## src/hdl/nn_settings.svh

```systemverilog
`ifndef NN_SETTINGS_SVH
`define NN_SETTINGS_SVH

//////////////////////////////////////////////////
// Network shape
//////////////////////////////////////////////////
`define NN_INPUTS 15       // Features per frame
`define NN_HIDDEN 4        // Hidden neurons

//////////////////////////////////////////////////
// Number format and buffering
//////////////////////////////////////////////////
`define NN_DATA_WIDTH 16   // Q8.8 word
`define NN_FRAC_BITS 8
`define NN_FIFO_DEPTH 4    // Power of two

// Occupancy counter must hold the value NN_FIFO_DEPTH itself
`define NN_COUNT_WIDTH ($clog2(`NN_FIFO_DEPTH) + 1)

`endif
```

## src/hdl/nnPkg.sv

```systemverilog
`default_nettype none

`include "nn_settings.svh"

package nnPkg;

	typedef logic signed [`NN_DATA_WIDTH-1:0] activation_t;   // Q8.8
	typedef activation_t featureVec_t [`NN_INPUTS];
	typedef activation_t hiddenVec_t [`NN_HIDDEN];

	//////////////////////////////////////////////////
	// Fixed weights, all within +/-0.5
	//////////////////////////////////////////////////
	localparam activation_t hiddenWeights [`NN_HIDDEN][`NN_INPUTS] = '{
		'{ 16'sd31, -16'sd83, 16'sd16, -16'sd64, 16'sd1, 16'sd116, -16'sd34, 16'sd66,
		   -16'sd111, 16'sd122, -16'sd72, -16'sd3, 16'sd64, 16'sd54, 16'sd112 },
		'{ -16'sd45, 16'sd27, 16'sd90, -16'sd12, -16'sd101, 16'sd8, 16'sd77, -16'sd58,
		   16'sd39, -16'sd120, 16'sd14, 16'sd95, -16'sd26, 16'sd50, -16'sd7 },
		'{ 16'sd103, -16'sd19, -16'sd66, 16'sd41, 16'sd5, -16'sd88, 16'sd24, 16'sd117,
		   -16'sd40, 16'sd12, 16'sd60, -16'sd97, 16'sd33, -16'sd5, 16'sd71 },
		'{ -16'sd9, 16'sd58, -16'sd125, 16'sd84, 16'sd36, -16'sd47, -16'sd78, 16'sd2,
		   16'sd99, 16'sd21, -16'sd63, 16'sd44, -16'sd110, 16'sd87, 16'sd18 }
	};

	localparam activation_t hiddenBias [`NN_HIDDEN] = '{
		16'sd40, -16'sd25, 16'sd12, -16'sd60
	};

	localparam activation_t outputWeights [`NN_HIDDEN] = '{
		16'sd96, -16'sd70, 16'sd110, 16'sd55
	};

	localparam activation_t outputBias = -16'sd18;

	// Full product, rescaled to Q8.8 and truncated
	function automatic activation_t fixMul(activation_t a, activation_t b);
		logic signed [2*`NN_DATA_WIDTH-1:0] product;
		product = a * b;
		fixMul = activation_t'(product >>> `NN_FRAC_BITS);
	endfunction

endpackage

`default_nettype wire

```

## src/hdl/outputNeuron.sv

```systemverilog
`default_nettype none

`include "nn_settings.svh"

module outputNeuron (
	input wire logic clk,
	input wire logic reset,
	input wire logic hidEmpty,
	input wire nnPkg::hiddenVec_t hidHead,
	output logic hidPop,
	output logic resultValid,
	output nnPkg::activation_t result
);

	localparam int IDX_W = $clog2(`NN_HIDDEN);

	typedef enum logic [1:0] {
		IDLE,
		ACCUM,
		BIAS
	} state_t;

	state_t state;
	nnPkg::hiddenVec_t hidVec;
	logic [IDX_W-1:0] idx;
	nnPkg::activation_t acc;

	assign hidPop = !hidEmpty && (state == IDLE);

	//////////////////////////////////////////////////
	// Sequencer
	//////////////////////////////////////////////////
	always_ff @(posedge clk)
	begin
		if (reset)
		begin
			state <= IDLE;
			idx <= '0;
			resultValid <= 1'b0;
		end
		else
		begin
			resultValid <= 1'b0;
			case (state)
				IDLE:
				begin
					if (hidPop)
					begin
						state <= ACCUM;
						idx <= '0;
					end
				end
				ACCUM:
				begin
					if (idx == IDX_W'(`NN_HIDDEN - 1))
						state <= BIAS;
					idx <= idx + 1'b1;
				end
				BIAS:
				begin
					state <= IDLE;
					resultValid <= 1'b1;   // Score ready next cycle
				end
				default: state <= IDLE;
			endcase
		end
	end

	// MAC datapath, one activation per cycle
	always_ff @(posedge clk)
	begin
		if (hidPop)
		begin
			hidVec <= hidHead;
			acc <= '0;
		end
		else if (state == ACCUM)
			acc <= acc + nnPkg::fixMul(hidVec[idx], nnPkg::outputWeights[idx]);
		if (state == BIAS)
			result <= acc + nnPkg::outputBias;   // No ReLU on the score
	end

endmodule

`default_nettype wire

```

## config.mk

```make
export PLATFORM = sky130hd
export DESIGN_NAME = outputNeuron
export DESIGN_NICKNAME = d
export VERILOG_FILES = /design/src/hdl/nnPkg.sv /design/src/hdl/outputNeuron.sv
export VERILOG_INCLUDE_DIRS = /design/src /design/src/hdl
export SDC_FILE = /design/constraint.sdc
export NUM_CORES = 1
export LEC_CHECK = 0
export BUFFER_PORTS_ARGS = -buffer_cell sky130_fd_sc_hd__buf_2
export CAP_MARGIN = 15
export CORE_AREA = 2 2 136 138
export CTS_CLUSTER_SIZE = 20
export DETAILED_ROUTE_END_ITERATION = 16
export DIE_AREA = 0 0 138 140
export HOLD_SLACK_MARGIN = 0.12
export PLACE_DENSITY = 0.82
export SYNTH_ARGS = -nofsm -noshare
export SYNTH_HDL_FRONTEND = slang
export SYNTH_SLANG_ARGS = --single-unit
```

## constraint.sdc

```tcl
create_clock -name clk -period 21.5 [get_ports clk]
set_input_delay 2.15 -clock clk [delete_from_list [all_inputs] [get_ports clk]]
set_output_delay 2.15 -clock clk [all_outputs]
set_load 0.005 [all_outputs]
```

* After elaboration in Yosys (flattened, before gate mapping)
Cells that the tools add are included.
** Storage, ports and cells
- Bits in registers :: 101
- Bits in latches :: 0
- RAM bits :: 0
- ROM bits :: 0
- Input port bits :: 67
- Output and inout bits :: 18
- Memories :: 0
** Operators by class
- $add $sub $neg :: 3
- Multiply operators :: 1
- Divide/modulo/power cells :: 0
- Magnitude comparators :: 1
- Equality and inequality tests :: 5
- Shift operators :: 0
- Mux-type cells :: 12
- Bitwise gates (word level) :: 1
- Reductions and logical operators :: 6
** Operators with widths (count)
- $bmux 16 s2 :: 2
- $mux 16 :: 4
- $mul 16x16->24 :: 1
- $add 16x16->16 :: 1
- $add 16x6->16 const B :: 1
- $pmux 2 s2 :: 2
- $mux 2 :: 3
- $eq 2x2->1 const B :: 2
- $ne 2x2->1 const B :: 2
- $reduce_and 2->1 :: 2
- $ge 3x3->1 const B :: 1
- $not 2->3 :: 1
- $add 2x1->2 const B :: 1
- $eq 2x1->1 const B :: 1
- $logic_not 2->1 :: 1
- $reduce_bool 2->1 :: 1
- $logic_and 1x1->1 :: 1
- $logic_not 1->1 :: 1
- $mux 1 :: 1

* Logic depth before layout (Yosys ltp)
Gate-level depths: netlist (run 1).
- Depth in word-level cells :: 6
- Mapped depth :: 42
- Gate-level depth less buffers :: 37

* Worst setup path before layout (run 1)
OpenSTA, ideal clock, no wires.
- Path kind :: flip-flop to flip-flop
- From :: register idx[0]
- To :: register acc[15]
- Library setup time :: 97 ps
- Arrival :: 9558 ps
- Required time :: 21403 ps
- Path slack :: 11845 ps
- Stages on the path, launching flop included :: 38
- Period minus slack after synthesis :: 9655 ps
- Cells stage by stage :: dfxtp_1 -> buf_6 -> buf_12 -> clkbuf_1 -> clkbuf_1 -> clkbuf_1 -> inv_1 -> ha_1 -> or2_2 -> clkbuf_1 -> clkbuf_1 -> nand2_1 -> fa_1 -> fa_1 -> fa_1 -> inv_1 -> fa_1 -> fa_1 -> (+2 left out) -> inv_1 -> ha_1 -> a2111oi_0 -> nand2b_1 -> o21ai_0 -> a31oi_2 -> a21oi_1 -> nor2b_1 -> nor2_1 -> xnor2_1 -> ha_1 -> nor3_1 -> a2111oi_0 -> and3_1 -> o22ai_1 -> and3_1 -> or4_1 -> a21oi_1
** Between the ends
- Word-level cells in the longest chain between the ends :: 6
** RTL lines
- start, declared :: RTL line outputNeuron.sv:25 : logic [IDX_W-1:0] idx;
- start signal, assigned :: RTL line outputNeuron.sv:57 : idx <= idx + 1'b1;
- $not 2->3 (not written as such) * :: RTL line outputNeuron.sv:78 : acc <= acc + nnPkg::fixMul(hidVec[idx], nnPkg::outputWeights[idx]);
- $bmux 16 s2 :: RTL line outputNeuron.sv:78
- $mux 16 (not written as such) (2 in a row) :: RTL line outputNeuron.sv:78
- $mul 16x16->24 * :: RTL line nnPkg.sv:38 : product = a * b;
- $add 16x16->16 * :: RTL line outputNeuron.sv:78
- end signal, assigned :: RTL line outputNeuron.sv:78
- end, declared :: RTL line outputNeuron.sv:26 : nnPkg::activation_t acc;
Mark *: on every way between the ends. The rest lies on a longest branch, timed or not. The select of a mux whose other input is x is not followed.
A chain may end at the register's enable or synchronous reset.

* Worst setup path after layout (run 1)
Ends and elaborated chain as after synthesis.

==> results of run 1 <==
-- cell usage after synthesis, drive strengths merged, types with 3 or more instances --
| master | n | share of area |
|---|---|---|
| a22o | 3 | 0.0024 |
| mux2 | 14 | 0.014 |
| o21ai | 32 | 0.015 |
| o211ai | 3 | 0.0020 |
| fa | 166 | 0.30 |
| nand2 | 85 | 0.029 |
| a21o | 11 | 0.0075 |
| o21a | 4 | 0.0027 |
| dfxtp | 21 | 0.038 |
| and2 | 28 | 0.016 |
| nand3 | 6 | 0.0027 |
| xnor2 | 37 | 0.029 |
| mux2i | 14 | 0.013 |
| clkbuf | 20 | 0.0068 |
| nor2 | 47 | 0.016 |
| o21bai | 3 | 0.0020 |
| nand2b | 18 | 0.010 |
| mux4 | 5 | 0.011 |
| and3 | 3 | 0.0017 |
| nor2b | 6 | 0.0034 |
| nor4 | 3 | 0.0017 |
| or2 | 3 | 0.0017 |
| inv | 257 | 0.088 |
| a21oi | 27 | 0.012 |
| nor3 | 11 | 0.0050 |
| xor2 | 25 | 0.020 |
| edfxtp | 80 | 0.22 |
| ha | 95 | 0.11 |
-- layout make-up --
class	count	area, µm²	area share
well taps	229	287	0.0239
inverters	258	968	0.0809
clock buffers	10	229	0.0191
flip-flops and latches	101	2820	0.236
clock inverters	6	77.6	0.00648
multi-input cells	674	7130	0.596
repair buffers	88	450	0.0376
-- through the flow --
step                power [mW]  area (µm²)   util  hold slack, ns
floorplan                 1.42       11000      -           0.437
global placement          1.69       11700  0.656           0.494
detailed placement        1.75       11700  0.656           0.495
CTS                       1.93       12000  0.673           0.504
global route              2.13       12000  0.673           0.538
finish                    1.93       12000  0.673           0.499
-- sequential cells by signal, summed over array words and instances (netlist names) --
register     flops
hidVec          64
state            2
idx              2
result          16
acc             16
resultValid      1
-- kinds of logic (layout without fill, tap and decap cells) --
group                    count (synthesis)  after routing  share of synthesized area
AO/OA/AOI/OAI                           99             99                     0.0557
flip-flops                             101            101                      0.256
adder cells (fa/ha/maj)                261            261                      0.409
AND/OR/NAND/NOR                        219            219                     0.0946
buffers and inverters                  280            362                     0.0975
multiplexers                            33             33                     0.0376
XOR/XNOR                                62             62                     0.0493
-- path summary, 6_finish.rpt --
| check | from | end | slack, ns | cells after the start |
|---|---|---|---|---|
| max | idx[0] | acc[15] | 10.97 | 33 |
| min reg2reg | acc[0] | result[0] | 0.50 | 0 |
| max reg2reg | idx[0] | acc[15] | 10.97 | 33 |
| min | acc[0] | result[0] | 0.50 | 0 |
-- power groups by stage --
stage / clock network [mW] / registers (mW) / logic (mW)
6_report: 0.166 / 0.265 / 1.50
5_1_grt: 0.176 / 0.267 / 1.69
4_1_cts: 0.170 / 0.264 / 1.50
3_5_place_dp: 0 / 0.268 / 1.48
3_3_place_gp: 0 / 0.267 / 1.42
2_1_floorplan: 0 / 0.260 / 1.16
-- layer usage --
metal | share of wire | track usage | vias up | wire length (µm)
met4 | 0.034 | 0.0902 | 0 | 781
li1 | - | - | 3447 | -
met5 | 0 | 0 | - | 0
met2 | 0.49 | 0.439 | 282 | 11400
met3 | 0.062 | 0.0479 | 48 | 1430
met1 | 0.41 | 0.321 | 3598 | 9570
==> reports/qor.txt, run 1 <==
status - completed
CTS buffer count - 9
ANT nets after route - 0
Final WS setup - 10.97 ns
# port buffers - 84
Crit path largest cell delay - 0.81 ns
Die H - 140 µm
Setup TNS Final - 0 ns
# H-tree levels - 3
CP max-delay cell - a2111oi_0
VDD IR max - 0.000150 V
clock slew at reported path FFs - 0.07 ns
register area share after synthesis - 0.256
P_leak - 5.77 nW
Die X - 138 µm
Post-Syn Area - 11000 µm²
CTS Buffer Depth - 2
worst slew pin tran - 0.992 ns
worst setup path category - reg2reg
Post-Syn Instances - 1055
DP Worst Slack - 11.09 ns
RSZ-0062 raised after global routing - false
# setup viols final - 0
post-route minimum period - 10.53 ns
Critical Path RT - 21.78 ns
Net Sw Frac - 0.496
Post-synth EDFFs - 80
DRT Wirelength - 23200 µm
Yosys reg bits - 101
ANT cells - 0
clock share of power - 0.086
Congestion Overflow GR - 0
setup bufs post-CTS - 0
Initial Util - 0.620
final hold viol count - 0
Skew-Pair Late Insertion Delay - 0.35 ns
CP max FO - 35
most common cell after layout, fill and taps aside - inv_1
# rows - 49
Setup crit end kind - flip-flop
HPWL after detailed placement - 19300 µm
Max Clock Freq - 94.9 MHz
area grow syn2layout - 8.56%
share of cells above drive strength 1 - 0.114
maxcap violations - 0
Total Die Area - 19300 µm²
DR WL/cell - 17.0 µm
# fillers - 1272
first-pass GRT wire length - 38700 µm
count of cell types in the netlist - 57
Post-route DRC - 0
Crit path buffers/inverters - 8
commonest non-fill, non-tap cells in the layout - 257 x inv_1, 166 x fa_1, 95 x ha_1, 85 x nand2_1, 84 x buf_2
Combinational Power Share - 0.776
post-cts repair resize count - 0
pin count of the biggest net entering global routing - 68
gpl congestion - 0.929
vias in the first global route - 8053
CP top delay family - adder cells
Hold/Removal Path Class - reg2reg
Async S/R FF share, synth - 0
CTS sink count - 101
Slew Limit Fails - 0
Psw - 956 µW
Most common cell on crit path - inv_1
worst relative slew slack - 0.338
# IOs - 85
Top FF cell, synth - edfxtp_1
initial antenna violation count - 0
Cell Pwr Density - 161 nW/µm²
DR iter-0 viols - 508
Post-Route Skew - 0.0117 ns
CTS tree - built
vias per std cell - 5.40
Pre-antenna DRT Iters - 6
register share of total power - 0.137
crit share post-route - 0.490
final net count - 1460
yosys warns - 0
syn avg cell area - 10.4 µm²
cts-stage hold buffer count - 0
placed cells - 1350
post-synthesis net count - 1383
core area - 17800 µm²
worst path arrival time - 10.81 ns
Root Driver - clkbuf_16
Internal - 971 µW
CP Launch Type - flip-flop
vias after detailed routing - 7375
Overall Global Routing Usage - 0.253
Final Non-Filler Cells - 1366
Power figures use the tool's default switching activity.
==> run 2, diff against run 1 <==
Settings changed: CORE_AREA 2 2 136 138 to 2 2 143 145, DIE_AREA 0 0 138 140 to 0 0 145 147, PLACE_DENSITY 0.82 to 0.78.
Clock period 21.5 ns to 9.2 ns, I/O delays scaled along.
==> run 2 against run 1 <==
Against the previous run:
- setup slack worse by 11 ns
- flip-flop and latch count stayed put
- combinational power is 130% higher
- power is 130% higher
- design area is 1.3% higher
- largest cell class unchanged
- clock skew is 0.0014 ns higher
- non-clock buffer count is 9 higher
- largest power group unchanged
- wire length is 1.3% lower
- critical path depth stayed put
- critical endpoint unchanged
- highest routed layer unchanged
==> reports/qor.txt, run 2 (same netlist as run 1, synthesis figures left out) <==
initial antenna violation count - 0 (unchanged)
ANT nets after route - 0 (unchanged)
Post-Route Skew - 0.0130 ns (+0.00136 ns)
# rows - 52 (+6.1%)
Crit path buffers/inverters - 5 (-3)
clock share of power - 0.086 (about the same)
Top Registers - hidVec (64), acc (16), result (16)
cts-stage hold buffer count - 0 (unchanged)
ANT cells - 0 (unchanged)
Hold/Removal Path Class - reg2reg
CP top delay family - adder cells
gpl congestion - 0.958 (+3.2%)
Overall Global Routing Usage - 0.225 (-0.0284)
DRT Wirelength - 22900 µm (-1.3%)
DP Worst Slack - 0.215 ns (-10.87 ns)
Die X - 145 µm (+5.1%)
share of cells above drive strength 1 - 0.127 (+0.0122)
vias after detailed routing - 7342 (-0.45%)
maxcap violations - 0 (unchanged)
Critical Path RT - 9.49 ns (-12.29 ns)
post-cts repair resize count - 0 (unchanged)
RR Startpoint - idx[0]
worst path arrival time - 9.07 ns (-1.74 ns)
hold path cells - 0 (unchanged)
Initial Util - 0.555 (-0.0645)
# IOs - 85 (unchanged)
FF-to-FF setup slack - 0.41 ns (-10.55 ns)
# H-tree levels - 3 (unchanged)
CTS buffer count - 9 (unchanged)
Net Sw Frac - 0.494 (-0.00198)
Max Clock Freq - 114 MHz (+20%)
core area - 19800 µm² (+12%)
crit share post-route - 0.955 (+0.465)
Total Die Area - 21300 µm² (+10%)
vias in the first global route - 7755 (-3.7%)
CTS Buffer Depth - 2 (unchanged)
CP max-delay cell - fa_1
area grow syn2layout - 9.93%
max FFs per register - 64 (unchanged)
final net count - 1469 (+0.62%)
CTS tree - built
vias per std cell - 5.19 (-4.0%)
Congestion Overflow GR - 0 (unchanged)
# port buffers - 84 (unchanged)
Final WS setup - 0.415 ns (-10.55 ns)
CTS sink count - 101 (unchanged)
Crit path largest cell delay - 0.52 ns (-0.29 ns)
Cell Pwr Density - 371 nW/µm² (+130%)
Pre-antenna DRT Iters - 5 (-1)
Psw - 2.22 mW (+130%)
Setup TNS Final - 0 ns (unchanged)
Placed Instance Area - 11800 µm² (+1.1%)
worst relative slew slack - 0.454 (+0.117)
Root Driver - clkbuf_16
Largest Register - hidVec
commonest non-fill, non-tap cells in the layout - 257 x inv_1, 166 x fa_1, 95 x ha_1, 85 x nand2_1, 84 x buf_2
# setup viols final - 0 (unchanged)
Setup crit end kind - flip-flop
HPWL after detailed placement - 19200 µm (-0.67%)
most common cell after layout, fill and taps aside - inv_1
min-delay src - acc[0]
worst slew pin tran - 0.810 ns (-0.182 ns)
VDD IR max - 0.000246 V (+64%)
end of the worst register-to-register path - acc[15]
first-pass GRT wire length - 37700 µm (-2.6%)
final hold viol count - 0 (unchanged)
Final Non-Filler Cells - 1416 (+3.7%)
Combinational Power Share - 0.776 (about the same)
clock slew at reported path FFs - 0.08 ns (about the same)
worst r2r path cells - 33 (unchanged)
Design Area, Final - 12100 µm² (+1.3%)
setup bufs post-CTS - 0 (unchanged)
Internal - 2.27 mW (+130%)
Slew Limit Fails - 0 (unchanged)
DR iter-0 viols - 318 (-37%)
hold worst-path end - result[0]
CP Launch Type - flip-flop
CP max FO - 23 (-34%)
status - completed
utilization after layout - 0.611 (-0.0624)
worst setup path category - reg2reg
register share of total power - 0.138 (about the same)
DR WL/cell - 16.2 µm (-4.8%)
Post-route DRC - 0 (unchanged)
pin count of the biggest net entering global routing - 68 (unchanged)
post-route minimum period - 8.79 ns (-1.75 ns)
placed cells - 1400 (+3.7%)
Die H - 147 µm (+5.0%)
Skew-Pair Late Insertion Delay - 0.37 ns (+0.02 ns)
Most common cell on crit path - fa_1
P_leak - 5.82 nW (+0.75%)
run 2: changes by cell type in the layout (fill, tap and decap cells not counted), moves of 2 or more:
| cell | delta |
|---|---|
| buf_4 | +8 |
| a2111oi_0 | -2 |
| o21ai_1 | -2 |
| o21ai_2 | +2 |
run 2: layout make-up:
type                    count  area [µm²]
well taps                 270         338
repair buffers             97         522
clock inverters             7        67.6
inverters                 258         968
fillers                  1606        7730
flip-flops and latches    101        2830
clock buffers               9         225
multi-input cells         674        7170
run 2: stage by stage:
stage | hold WS, ns | power (mW)
floorplan | 0.437 | 3.35
global route | 0.508 | 4.98
finish | 0.486 | 4.49
CTS | 0.489 | 4.43
global placement | 0.454 | 3.88
detailed placement | 0.460 | 4.01
run 2: worst max-delay path by stage:
stage,depth (start not counted),from,endpoint
3_5_place_dp,31,idx[0],acc[15]
4_1_cts,31,idx[0],acc[15]
3_3_place_gp,33,idx[0],acc[15]
5_1_grt,34,idx[0],acc[15]
6_report,33,idx[0],acc[15]
2_1_floorplan,38,idx[0],acc[15]
run 2: worst register-to-register path: cells and delay by family (launching register included):
kind	cells	cell delay [ns]
xor gates and xnor gates	1	0.10
DFF	1	0.46
AOI/OAI and AO/OA	9	2.10
adders and majority gates	9	3.49
and+or+nand+nor	9	1.96
buffers and inverters	5	0.57
run 2: power groups by stage:
stage	combinational (mW)	clock (mW)	sequential, mW
finish	3.49	0.386	0.619
global route	3.95	0.411	0.625
CTS	3.41	0.398	0.619
detailed placement	3.38	0	0.628
global placement	3.25	0	0.626
floorplan	2.74	0	0.608
run 2: metal layers:
layer / part of all wire / wire, µm / GRT usage
met1: 0.44 / 10000 / 0.294
met3: 0.049 / 1130 / 0.0329
met4: 0.030 / 676 / 0.0802
met5: 0 / 0 / 0
met2: 0.48 / 11100 / 0.385
