$ cat src/hdl/nn_settings.svh
`ifndef NN_SETTINGS_SVH
`define NN_SETTINGS_SVH

//////////////////////////////////////////////////
// Network shape
//////////////////////////////////////////////////
`define NN_INPUTS 15       // Features per frame
`define NN_HIDDEN 4        // Hidden neurons

//////////////////////////////////////////////////
// Number format and buffering
//////////////////////////////////////////////////
`define NN_DATA_WIDTH 16   // Q8.8 word
`define NN_FRAC_BITS 8
`define NN_FIFO_DEPTH 4    // Power of two

// Occupancy counter must hold the value NN_FIFO_DEPTH itself
`define NN_COUNT_WIDTH ($clog2(`NN_FIFO_DEPTH) + 1)

`endif
$ cat src/hdl/activationFifo.sv
`default_nettype none

`include "nn_settings.svh"

module activationFifo #(
	parameter type payload_t = logic [`NN_DATA_WIDTH-1:0]
) (
	input wire logic clk,
	input wire logic reset,
	input wire logic push,
	input wire payload_t pushData,
	input wire logic pop,
	output payload_t popData,
	output logic full,
	output logic empty,
	output logic [`NN_COUNT_WIDTH-1:0] count
);

	localparam int PTR_W = $clog2(`NN_FIFO_DEPTH);

	payload_t mem [`NN_FIFO_DEPTH];
	logic [PTR_W-1:0] wrPtr;
	logic [PTR_W-1:0] rdPtr;
	logic doPush;
	logic doPop;

	assign doPush = push && !full;   // Dropped when full
	assign doPop = pop && !empty;

	assign full = (count == `NN_COUNT_WIDTH'(`NN_FIFO_DEPTH));
	assign empty = (count == '0);
	assign popData = mem[rdPtr];   // Head visible before pop

	always_ff @(posedge clk)
	begin
		if (doPush)
			mem[wrPtr] <= pushData;
	end

	//////////////////////////////////////////////////
	// Pointers and occupancy
	//////////////////////////////////////////////////
	always_ff @(posedge clk)
	begin
		if (reset)
		begin
			wrPtr <= '0;
			rdPtr <= '0;
			count <= '0;
		end
		else
		begin
			if (doPush)
				wrPtr <= wrPtr + 1'b1;   // Wraps at depth
			if (doPop)
				rdPtr <= rdPtr + 1'b1;
			case ({doPush, doPop})
				2'b10: count <= count + 1'b1;
				2'b01: count <= count - 1'b1;
				default: count <= count;
			endcase
		end
	end

endmodule

`default_nettype wire

$ cat config.mk
export PLATFORM = sky130hd
export DESIGN_NAME = activationFifo
export DESIGN_NICKNAME = d
export VERILOG_FILES = /design/src/hdl/activationFifo.sv
export VERILOG_INCLUDE_DIRS = /design/src /design/src/hdl
export SDC_FILE = /design/constraint.sdc
export NUM_CORES = 1
export LEC_CHECK = 0
export BUFFER_PORTS_ARGS = -buffer_cell sky130_fd_sc_hd__buf_2
export CAP_MARGIN = 40
export CORE_MARGIN = 10
export CORE_UTILIZATION = 45
export DETAILED_ROUTE_END_ITERATION = 8
export GPL_TIMING_DRIVEN = 0
export MAX_ROUTING_LAYER = met4
export PLACE_DENSITY = 0.71
export SLEW_MARGIN = 0
export SYNTH_ARGS = -nofsm -noshare
export SYNTH_HDL_FRONTEND = slang
export SYNTH_SLANG_ARGS = --single-unit
export TNS_END_PERCENT = 20
$ cat constraint.sdc
create_clock -name clk -period 1.8 [get_ports clk]
set_input_delay 0.27 -clock clk [delete_from_list [all_inputs] [get_ports clk]]
set_output_delay 0.27 -clock clk [all_outputs]
set_load 0.02 [all_outputs]
# Yosys cells after proc, flatten, opt, wreduce, memory -nomap -nowiden
# Memory sizes are Yosys's and may differ from the RTL's. A register that Yosys moved wholly into a read port is not among the register bits.
# Cells that the tools add are included.
op_classes:
  n_addsub: 4
  eq_ne: 3
  muxes: 5
  reduce_logical: 6
ops:
  columns: ["operator", "count"]
  rows:
  - ["$pmux 3 s2", 1]
  - ["$add 2x1->2 const B", 2]
  - ["$mux 2", 2]
  - ["$add 3x1->3 const B", 1]
  - ["$eq 3x3->1 const B", 1]
  - ["$logic_not 3->1", 1]
  - ["$sub 3x1->3 const B", 1]
  - ["$eq 2x1->1 const B", 1]
  - ["$eq 2x2->1 const B", 1]
  - ["$logic_and 1x1->1", 2]
  - ["$logic_not 1->1", 2]
  - ["$mux 1", 2]
  - ["$reduce_bool 2->1", 1]
totals:
  ff_bits: 7
  ram_bits: 64
  input_bits: 20
  output_inout_bits: 21
  word_cells: 22
  memories: 1
mem_list:
  columns: ["name", "words", "word_bits", "rd", "rd_clocked_by_memory_dff", "wr", "line_no", "rtl"]
  rows:
  - ["mem", 4, 16, 1, 1, 1, "activationFifo.sv:21", "payload_t mem [`NN_FIFO_DEPTH];"]

# Logic depth before layout (Yosys ltp)
# Gate-level depths: netlist (run 1).
logic_depth:
  word_depth: 5
  mapped_depth: 9
  ltp_nobuf: 9

# Worst setup path before layout (run 1)
# Ideal clock, no wire load.
synth_path:
  kind: "register -> register"
  start: "reg count[2]"
  end: "reg count[2]"
  t_arrival_ns: 2.323
  slack_ns: -0.593
  stages_incl_launch_ff: 10
  n_path_buf: 0
  cell_sequence: "dfxtp_1 nor3b_2 nor2_1 inv_1 ha_1 inv_1 fa_1 xor2_1 or3_1 a21oi_1"
synth_via:
  elab_chain_cells: 5
  elab_cells_between_ends: 12
  cone_classes: "2 x add/sub; 3 x eq/ne; 1 x mux; 6 x reduce/logical"
synth_rtl:
  columns: ["item", "line_no", "rtl"]
  rows:
  - ["start, declared", "activationFifo.sv:16", "output logic [`NN_COUNT_WIDTH-1:0] count"]
  - ["start signal, assigned", "activationFifo.sv:58", "2'b10: count <= count + 1'b1;"]
  - ["start signal, assigned", "activationFifo.sv:59", "2'b01: count <= count - 1'b1;"]
  - ["start signal, assigned", "activationFifo.sv:60", "default: count <= count;"]
  - ["$eq 3x3->1 (*)", "activationFifo.sv:30", "assign full = (count == `NN_COUNT_WIDTH'(`NN_FIFO_DEPTH));"]
  - ["named net full", "activationFifo.sv:14", "output logic full,"]
  - ["$logic_not 1->1 (*)", "activationFifo.sv:27", "assign doPush = push && !full;"]
  - ["$logic_and 1x1->1 (*)", "activationFifo.sv:27", null]
  - ["$eq 2x1->1 / $eq 2x2->1 (equally long branches)", "activationFifo.sv:57", "case ({doPush, doPop})"]
  - ["$pmux 3 s2 / $reduce_bool 2->1 (equally long branches)", null, null]
# Mark *: on every way through the listed nets, which the timed path passes. The rest lies on a longest branch.
# A chain may end at the register's enable or synchronous reset.

# Final worst setup path (run 1)
layout_path:
  start: "reg count[1]"
  end: "reg count[2]"
layout_via:
  elab_chain_cells: 5
  elab_cells_between_ends: 12
  cone_classes: "2 x add/sub; 3 x eq/ne; 1 x mux; 6 x reduce/logical"
layout_rtl:
  columns: ["item", "line_no"]
  rows:
  - ["$eq 3x3->1 / $logic_not 3->1 (equally long branches)", "activationFifo.sv:30, activationFifo.sv:31"]
  - ["$logic_not 1->1, on equally long branches", "activationFifo.sv:27, activationFifo.sv:28"]
  - ["$logic_and 1x1->1, on equally long branches", "activationFifo.sv:27, activationFifo.sv:28"]
  - ["$eq 2x1->1 / $eq 2x2->1 (equally long branches)", "activationFifo.sv:57"]
  - ["$pmux 3 s2 / $reduce_bool 2->1 (equally long branches)", null]
# Parallel ways exist; a longest one is shown, timed or not.

==> results.txt, run 1 <==
----------------------------------------------------
[Run status]
  Status ... finished, violations left
  Violated checks ... setup timing

[Synthesis]
  Most area-hungry cell type in the Yosys netlist ... edfxtp_1
  Avg Inst Size Synth ... approximately 20 um^2
  Yosys warnings ... 0
  Mapped cell area ... around 0.0028 mm^2
  Unique masters post-synth ... 23
  Area share of the largest cell type after synthesis ... 0.681
  Number of enable flip-flop cells after synthesis ... 64
  Nets in the synthesized netlist ... 164
  Post-synthesis sequential area ratio ... 0.745
  Post-synthesis async set-or-reset flop share ... 0
  Largest cells by area after synthesis ... edfxtp_1 68%, mux4_2 8.0%, dfxtp_1 6.4%, mux4_1 5.6%, ha_1 2.2%
  Register bit count reported by yosys ... between 70 and 80
  Main flop type after synthesis ... edfxtp_1
  Mapped Cells ... approximately 140

[Cells and area]
  Final Net Count ... 224
  Post-Layout Inst Area ... approximately 0.0036 mm^2
  Area overhead of the layout relative to synthesis ... 27.8%
  Non-Filler Instances ... about 280
  Final Core Density ... 0.602
  Fill cell instance count of the final layout ... between 400 and 500
  Ratio of cells with drive above 1 in the final layout ... 0.468

[Power and ir drop]
  Total power per unit cell area ... 1520 mW/mm^2
  Total leakage power ... approximately 1.3 nW
  Maximum ir drop on the vdd rail ... between 0.0006 and 0.0007 V

[CTS]
  CTS root buffer ... clkbuf_8
  TritonCTS sink count ... 73
  Clock tree from TritonCTS ... yes
  Post-CTS Hold Buffers ... 0
  Clock buffers created by TritonCTS ... 9
  Maximum buffer depth of the clock tree ... 2
  Clock H-tree levels ... 3
  Clock edge transition at the registers on the reported setup and hold paths ... 0.08 ns
  Clk_lat worst skew ... 0.35 ns

[Detailed routing]
  WL per Instance ... 19.8 um
  Detailed-routed wire length on met3 ... about 300 um
  Count of vias placed by the detailed router ... ~1500
  Remaining antenna violation count ... 0
  Routed length on met1 ... roughly 2200 um
  Total Routed Length ... about 5500 um
  Post-detailed-route via-to-cell ratio ... between 5 and 6
  Count of routing violations after the opening detailed-route iteration ... between 50 and 60
  Total length of routed met2 wires ... around 2900 um
  Number of remaining DRC errors ... 0
  Detailed Routing Iterations Pass 1 ... 4
  Highest routing layer actually used ... met4

[Floorplanning]
  Core area ... ~0.006 mm^2
  Die Span X ... approximately 99 um
  Ports placed on the boundary ... 41
  Placement Rows ... 28
  Effective utilization at floorplan ... 0.471
  Overall die area ... a little under 0.01 mm^2
  Vert. Die Dim ... roughly 99 um

[Global routing]
  Final global-route overflow total ... 0
  Wire length of the first global-routing pass ... roughly 8500 um
  Combined global-route utilization of all metal layers ... 0.118
  Vias in the first global route ... between 1500 and 2000
  Pin count of the biggest net entering global routing ... 17
  Antenna violations before repair ... 1

[Hold path]
  Worst min-delay path endpoint ... mem[2][2]$_DFFE_PP_
  Class of the tightest hold or removal check ... input pin to register
  Instance count along the most critical hold path ... 1
  Critical hold path startpoint ... pushData[2]

[Critical path]
  Startpoint class of the critical path ... register
  Critical register-to-register path startpoint ... count[1]$_SDFFE_PP0P_
  Register-to-register path setup slack ... -0.13 ns
  Endpoint type of the worst setup path ... register
  Critical Path RT ... 2.08 ns
  Crit Path Category ... register to register
  Path depth of the worst reg2reg path ... 9
  Critical path peak fanout ... 6
  Capture point of the worst reg-to-reg path ... count[2]$_SDFFE_PP0P_
  Data arrival at the endpoint of the critical path ... between 2 and 2.5 ns

[STA]
  Period utilization ... 1.07
  Setup repair after global routing missed its margin ... true
  Setup Viol. Count Final ... 16
  Worst slew pin tran ... 0.829 ns
  Endpoints failing hold ... 0
  Normalized max-slew margin ... 0.447
  Final Worst Setup Slack ... -0.132 ns
  Number of pins with negative max-slew slack in the final report ... 0
  Clock period minus final worst setup slack ... slightly below 2 ns
  Max Freq ... roughly 0.52 GHz
  Clk_skew ... ~0.01 ns

[Flow run]
  Count of maximum capacitance violations ... 0

[Placement]
  Final RePlAce weighted congestion ... roughly 0.70
  Port Buffers ... 39
  Detailed Place HPWL ... 3540 um
  Setup slack at placement ... -0.231 ns
  Cell area after placement ... around 0.0031 mm^2
  Number of placed cells counting well taps ... 252

----------------------------------------------------
==> how the worst max path moves through the flow <==
| stage | cells after the start | from | slack [ns] | endpoint |
|---|---|---|---|---|
| global placement | 9 | count[1]$_SDFFE_PP0P_ | -0.14 | count[2]$_SDFFE_PP0P_ |
| floorplan | 9 | count[2]$_SDFFE_PP0P_ | -0.27 | count[2]$_SDFFE_PP0P_ |
| detailed placement | 9 | count[1]$_SDFFE_PP0P_ | -0.23 | count[2]$_SDFFE_PP0P_ |
| finish | 9 | count[1]$_SDFFE_PP0P_ | -0.13 | count[2]$_SDFFE_PP0P_ |
| CTS | 5 | register | -0.17 | popData[9] |
| global route | 9 | count[1]$_SDFFE_PP0P_ | -0.22 | count[2]$_SDFFE_PP0P_ |
==> metal layers <==
metal,vias up,track usage
met3,8,0.0388
li1,667,-
met4,0,0.0562
met1,740,0.126
met2,40,0.195
met5,-,-
==> what timing repair did <==
| action | in CTS | in global routing |
|---|---|---|
| pin swaps | 3 | 1 |
| setup buffers | 8 | 2 |
| gates resized for setup | 37 | 9 |
| endpoints found under the setup margin | 82 | 35 |
| cloned | 1 | 0 |
==> layout by cell type, fill, tap and decap left out, types with 2 or more instances in the layout <==
| master | count |
|---|---|
| o21ai_0 | 3 |
| buf_2 | 27 |
| inv_1 | 5 |
| bufinv_16 | 3 |
| and2_1 | 3 |
| mux4_1 | 3 |
| xor2_1 | 3 |
| edfxtp_1 | 64 |
| clkbuf_8 | 9 |
| buf_6 | 14 |
| dfxtp_4 | 4 |
| inv_2 | 3 |
| dfxtp_1 | 5 |
| ha_1 | 4 |
| buf_4 | 8 |
| mux4_2 | 13 |
| buf_12 | 3 |
| or3_1 | 3 |
| nor2_1 | 5 |
| nand2b_1 | 2 |
| a21oi_1 | 3 |
==> worst max-delay path: stages, from the launching register on <==
cell and delay, ns:
dfxtp_4 0.37, nor3b_4 0.26, nor2_4 0.08, inv_2 0.07, ha_4 0.14, inv_2 0.04, fa_2 0.33, xor2_1 0.15
or3_1 0.33, a21oi_2 0.11
==> Yosys cell counts (2+ instances only) <==
master / instances
a21oi_1: 4
and2_1: 4
buf_2: 2
dfxtp_1: 9
edfxtp_1: 64
ha_1: 5
inv_1: 8
mux4_1: 6
mux4_2: 10
nand2b_1: 2
nor2_1: 6
o21ai_0: 3
or3_1: 3
xor2_1: 3
==> through the flow <==
stage | power (mW) | setup TNS [ns] | hold slack, ns
after detailed placement | 3.52 | -2.65 | 0.492
final | 5.49 | -1.21 | 0.134
after global routing | 5.73 | -2.25 | 0.132
after CTS | 5.48 | -2.28 | 0.129
after global placement | 3.46 | -0.755 | 0.477
after floorplan | 3.11 | -0.405 | 0.369
==> flip-flops by register name, summed over array words and instances (netlist names), named ones only <==
name / count
mem: 64
count: 3
rdPtr: 2
wrPtr: 2
==> layout make-up <==
type | count | area [um^2] | share of cell area
Timing Repair Buffer | 50 | 408 | 0.113
Inverter | 8 | 30.0 | 0.00832
Multi-Input combinational cell | 52 | 686 | 0.190
Tap cell | 75 | 93.8 | 0.0260
Clock buffer | 10 | 128 | 0.0354
Buffer | 4 | 36.3 | 0.0101
Antenna cell | 1 | 2.50 | 0.000694
Clock inverter | 6 | 106 | 0.0295
Sequential cell | 73 | 2120 | 0.587
==> power by group <==
part / internal (mW) / switching (mW) / leakage [nW]
logic: 0.967 / 0.872 / 0.508
clock network: 0.914 / 0.588 / 0.114
registers: 2.05 / 0.0932 / 0.664
total: 3.93 / 1.55 / 1.29
==> logic make-up (layout without fill, tap and decap cells) <==
group / after synthesis / in the layout / synth area share
fa+ha+maj: 6 / 6 / 0.0293
xor+xnor: 3 / 3 / 0.00931
compound gates: 8 / 8 / 0.0151
mux: 17 / 17 / 0.139
buf+inv: 13 / 78 / 0.0266
flops: 73 / 73 / 0.745
other cells: 0 / 1 / 0
simple gates: 18 / 18 / 0.0355
(Power assumes the default switching activity.)
==> run 2: changes to the inputs <==
CELL_PAD_IN_SITES_DETAIL_PLACEMENT = 1   (was default)
CELL_PAD_IN_SITES_GLOBAL_PLACEMENT = 1   (was default)
CORE_UTILIZATION = 43   (was 45)
PLACE_DENSITY = 0.77   (was 0.71)
==> results.txt, run 2 (same netlist as run 1, synthesis figures left out) <==
----------------------------------------------------
[CTS]
  Clk_lat worst skew ... 0.34 ns
  Post-CTS Hold Buffers ... 0
  TritonCTS sink count ... 73
  Clock buffers created by TritonCTS ... 9
  Maximum buffer depth of the clock tree ... 2
  Clock edge transition at the registers on the reported setup and hold paths ... ~0.070 ns
  CTS root buffer ... clkbuf_8
  Clock tree from TritonCTS ... yes
  Clock H-tree levels ... 3

[Critical path]
  Critical path peak fanout ... 3
  Critical Path RT ... 2.06 ns
  Data arrival at the endpoint of the critical path ... 2.21 ns
  Crit Path Category ... register to register
  Endpoint type of the worst setup path ... register
  Startpoint class of the critical path ... register

[Cells and area]
  Flip-flop count of the largest register, all copies and words added ... 64
  Ratio of cells with drive above 1 in the final layout ... 0.485
  Non-Filler Instances ... between 200 and 300
  Area overhead of the layout relative to synthesis ... 28.7%
  Total area of multi-input combinational cells ... 704 um^2
  Final antenna diode count ... 0
  Final Core Density ... 0.572
  Leading cell types in the layout, fill and taps excluded ... 64 x edfxtp_1, 29 x buf_2, 13 x buf_6, 11 x mux4_2, 10 x buf_4
  Storage cell area ... approximately 0.0021 mm^2
  Most frequent standard cell in the layout excluding fill and tap cells ... edfxtp_1
  Register name with the most flops ... mem
  Post-Layout Inst Area ... about 0.0036 mm^2
  Fill cell instance count of the final layout ... between 500 and 600
  Final Net Count ... 228
  Top flop regs ... mem: 64 flops, count: 3 flops

[Detailed routing]
  Total Routed Length ... 5850 um
  Number of remaining DRC errors ... 0
  Remaining antenna violation count ... 0
  Count of vias placed by the detailed router ... approximately 1500
  WL per Instance ... between 20 and 25 um
  Count of routing violations after the opening detailed-route iteration ... 69
  Post-detailed-route via-to-cell ratio ... about 5.2
  Detailed Routing Iterations Pass 1 ... 4

[Global routing]
  Antenna violations before repair ... 0
  Wire length of the first global-routing pass ... 9060 um
  Vias in the first global route ... between 1500 and 2000
  Final global-route overflow total ... 0
  Combined global-route utilization of all metal layers ... 0.124
  Pin count of the biggest net entering global routing ... 17

[Placement]
  Number of placed cells counting well taps ... ~250
  Final RePlAce weighted congestion ... 0.733
  Cell area after placement ... approximately 0.0031 mm^2
  Port Buffers ... 39
  Detailed Place HPWL ... roughly 3800 um

[STA]
  Normalized max-slew margin ... 0.692
  Max Freq ... around 0.51 GHz
  Hold Worst Slack ... 0.149 ns
  Endpoints failing hold ... 0
  Period utilization ... 1.08
  Number of pins with negative max-slew slack in the final report ... 0
  Worst slew pin tran ... about 0.46 ns
  Clk_skew ... roughly 0.006 ns
  Setup Viol. Count Final ... 18
  Final Worst Setup Slack ... -0.148 ns
  Setup repair after global routing missed its margin ... true
  Clock period minus final worst setup slack ... 1.95 ns

[Power and ir drop]
  Register share of total power ... 0.395
  Total power per unit cell area ... 1480 mW/mm^2
  Maximum ir drop on the vdd rail ... 0.000856 V
  Total power draw ... 5.39 mW
  Share of power burned in the clock network ... 0.248
  Net Switching ... about 1.6 mW
  Switching share of power ... 0.291
  Internal Power ... approximately 3.8 mW
  Total leakage power ... between 1 and 1.5 nW
  Share of total power in combinational logic ... 0.358

[Hold path]
  Class of the tightest hold or removal check ... input pin to register

[Floorplanning]
  Core area ... around 0.0063 mm^2
  Vert. Die Dim ... 101 um
  Ports placed on the boundary ... approximately 40
  Placement Rows ... 29
  Effective utilization at floorplan ... 0.444
  Overall die area ... 0.0102 mm^2
  Die Span X ... 101 um

[Run status]
  Status ... finished, violations left
  Violated checks ... setup timing

[Flow run]
  Count of maximum capacitance violations ... 0

----------------------------------------------------
run 2: final cells by class:
cell class	instances	area share
Buffer	5	0.0131
Clock buffer	9	0.0341
Clock inverter	6	0.0231
Inverter	8	0.00827
Multi-Input combinational cell	52	0.194
Sequential cell	73	0.582
Tap cell	77	0.0265
Timing Repair Buffer	53	0.119
run 2: layer usage:
metal	vias up	global-route usage	share of wire
met3	13	0.0405	0.058
met1	744	0.127	0.38
li1	672	-	-
met4	0	0.0589	0.019
met2	36	0.212	0.54
met5	-	-	0
run 2: power by group through the flow:
stage	registers, mW	logic (mW)	clock network (mW)
floorplan	2.17	0.944	0
global placement	2.15	1.31	0
detailed placement	2.18	1.37	0
CTS	2.13	1.93	1.36
global route	2.14	2.07	1.43
finish	2.13	1.93	1.33
run 2: worst max-delay path, stage by stage (launching register included):
cell and delay, ns:
dfxtp_4 0.37, nor3b_4 0.26, nor2_4 0.06, inv_2 0.06, ha_4 0.13, inv_2 0.04, fa_2 0.34, xor2_1 0.17
or3_1 0.33, a21oi_1 0.12
run 2: timing repair:
item,CTS,global route
gates resized for setup,43,1
buffers inserted,12,1
pin swaps,4,0
endpoints found under the setup margin,82,18
gates cloned,1,0
run 2: per-stage QoR:
step / setup slack [ns] / setup TNS, ns
global route: -0.236 / -2.93
CTS: -0.154 / -2.15
finish: -0.148 / -1.88
floorplan: -0.271 / -0.405
detailed placement: -0.295 / -6.87
global placement: -0.140 / -0.531
run 2: worst paths after layout:
path / slack, ns / cells past startpoint / startpoint / to
worst min register to register: 0.52 / 2 / rdPtr[1]$_SDFFE_PP0P_ / rdPtr[1]$_SDFFE_PP0P_
worst max register to register: -0.15 / 9 / count[2]$_SDFFE_PP0P_ / count[2]$_SDFFE_PP0P_
worst min-delay path: 0.15 / 1 / pushData[3] / mem[2][3]$_DFFE_PP_
worst max-delay path: -0.15 / 9 / count[2]$_SDFFE_PP0P_ / count[2]$_SDFFE_PP0P_
==> run 3: changes to the inputs <==
MAX_ROUTING_LAYER = default   (was met4)
==> results.txt, run 3 (same netlist as run 1, synthesis figures left out) <==
----------------------------------------------------
[Detailed routing]
  Count of vias placed by the detailed router ... roughly 1500
  Remaining antenna violation count ... 0
  Post-detailed-route via-to-cell ratio ... 5.17
  Count of routing violations after the opening detailed-route iteration ... between 60 and 70
  Detailed Routing Iterations Pass 1 ... 4
  WL per Instance ... a little over 20 um
  Number of remaining DRC errors ... 0
  Total Routed Length ... ~6000 um

[Cells and area]
  Final Core Density ... 0.572
  Total area of multi-input combinational cells ... slightly above 700 um^2
  Ratio of cells with drive above 1 in the final layout ... 0.485
  Top flop regs ... mem: 64 flops, count: 3 flops
  Non-Filler Instances ... roughly 280
  Post-Layout Inst Area ... approximately 0.0036 mm^2
  Register name with the most flops ... mem
  Area overhead of the layout relative to synthesis ... 28.7%
  Final antenna diode count ... 0
  Leading cell types in the layout, fill and taps excluded ... 64 x edfxtp_1, 29 x buf_2, 13 x buf_6, 11 x mux4_2, 10 x buf_4
  Storage cell area ... between 0.002 and 0.0025 mm^2
  Fill cell instance count of the final layout ... approximately 570
  Final Net Count ... about 230
  Flip-flop count of the largest register, all copies and words added ... 64
  Most frequent standard cell in the layout excluding fill and tap cells ... edfxtp_1

[Floorplanning]
  Placement Rows ... 29
  Core area ... about 0.0063 mm^2
  Overall die area ... a little over 0.01 mm^2
  Vert. Die Dim ... approximately 100 um
  Die Span X ... 101 um
  Ports placed on the boundary ... slightly above 40
  Effective utilization at floorplan ... 0.444

[STA]
  Summed negative setup slack over all endpoints ... -1.85 ns
  Clock period minus final worst setup slack ... 1.95 ns
  Setup repair after global routing missed its margin ... true
  Final Worst Setup Slack ... -0.145 ns
  Max Freq ... slightly above 0.5 GHz
  Clk_skew ... 0.00640 ns
  Normalized max-slew margin ... 0.693
  Period utilization ... 1.08
  Setup Viol. Count Final ... 18
  Worst slew pin tran ... ~0.46 ns
  Number of pins with negative max-slew slack in the final report ... 0
  Endpoints failing hold ... 0

[Global routing]
  Met3 layer usage reported by global route ... 0.0446
  Pin count of the biggest net entering global routing ... 17
  Wire length of the first global-routing pass ... a little over 9000 um
  Vias in the first global route ... around 1700
  Final global-route overflow total ... 0
  Met1 routing resource usage after global routing ... 0.123
  Antenna violations before repair ... 0
  M2 GR Usage ... 0.212
  Most utilized layer in the global route result ... met2
  Combined global-route utilization of all metal layers ... 0.121

[Critical path]
  Data arrival at the endpoint of the critical path ... roughly 2.2 ns
  Register-to-register path setup slack ... -0.15 ns
  Crit Path Category ... register to register
  Critical path peak fanout ... 3
  Endpoint type of the worst setup path ... register
  Startpoint class of the critical path ... register
  Critical Path RT ... just over 2 ns

[CTS]
  CTS root buffer ... clkbuf_8
  Clock tree from TritonCTS ... yes
  Maximum buffer depth of the clock tree ... 2
  Clock H-tree levels ... 3
  Clock edge transition at the registers on the reported setup and hold paths ... approximately 0.070 ns
  TritonCTS sink count ... 73
  Clk_lat worst skew ... between 0.3 and 0.4 ns
  Clock buffers created by TritonCTS ... 9

[Placement]
  Port Buffers ... 39
  Setup slack at placement ... -0.295 ns
  Detailed Place HPWL ... 3820 um
  Final RePlAce weighted congestion ... between 0.7 and 0.8
  Number of placed cells counting well taps ... roughly 250
  Cell area after placement ... approximately 0.0031 mm^2

[Flow run]
  Count of maximum capacitance violations ... 0

[Power and ir drop]
  Maximum ir drop on the vdd rail ... roughly 0.00086 V
  Total power per unit cell area ... approximately 1500 mW/mm^2
  Total leakage power ... 1.30 nW

[Run status]
  Status ... finished, violations left
  Violated checks ... setup timing

[Hold path]
  Class of the tightest hold or removal check ... input pin to register

----------------------------------------------------
## run 3: cell counts in the layout (fill, tap and decap cells not counted)
Identical to the previous run, type by type.
## run 3: what timing repair did
item	CTS	global route
hold buffers	0	0
gates resized for setup	43	1
cloned	1	0
setup buffers	12	1
setup endpoints to repair	82	18
pin swaps	4	0
hold endpoints to repair	0	0
## run 3: path summary, 6_finish.rpt
path | startpoint | end | depth (start not counted)
max | count[2]$_SDFFE_PP0P_ | count[2]$_SDFFE_PP0P_ | 9
min | pushData[3] | mem[0][3]$_DFFE_PP_ | 1
max reg2reg | count[2]$_SDFFE_PP0P_ | count[2]$_SDFFE_PP0P_ | 9
min reg2reg | rdPtr[1]$_SDFFE_PP0P_ | rdPtr[1]$_SDFFE_PP0P_ | 2
## run 3: per-stage QoR
step / total power, mW / hold slack [ns]
2_1_floorplan: 3.11 / 0.369
3_3_place_gp: 3.45 / 0.474
3_5_place_dp: 3.55 / 0.494
4_1_cts: 5.42 / 0.133
5_1_grt: 5.64 / 0.135
6_report: 5.39 / 0.151
## run 3: worst max-delay path: stages, from the launching register on
cell	delay (ns)
dfxtp_4	0.37
nor3b_4	0.26
nor2_4	0.06
inv_2	0.06
ha_4	0.13
inv_2	0.04
fa_2	0.34
xor2_1	0.17
or3_1	0.32
a21oi_1	0.12
## run 3: layout make-up
class	instances	share of cell area
buffer	5	0.0131
clock buffer	9	0.0341
clock inverter	6	0.0231
inverter	8	0.00827
multi-input combinational	52	0.194
sequential	73	0.582
tap	77	0.0265
timing repair buffer	53	0.119
## run 3: power breakdown
part           internal, mW  total (mW)  switching (mW)
clock network         0.765        1.33           0.568
registers              2.05        2.13          0.0789
logic                  1.01        1.93           0.920
## run 3: routing by layer
layer	share of wire	up-vias	routed length [um]
li1	-	672	-
met1	0.37	746	2190
met2	0.55	36	3210
met3	0.061	8	357
met4	0.017	0	99
met5	0	-	0
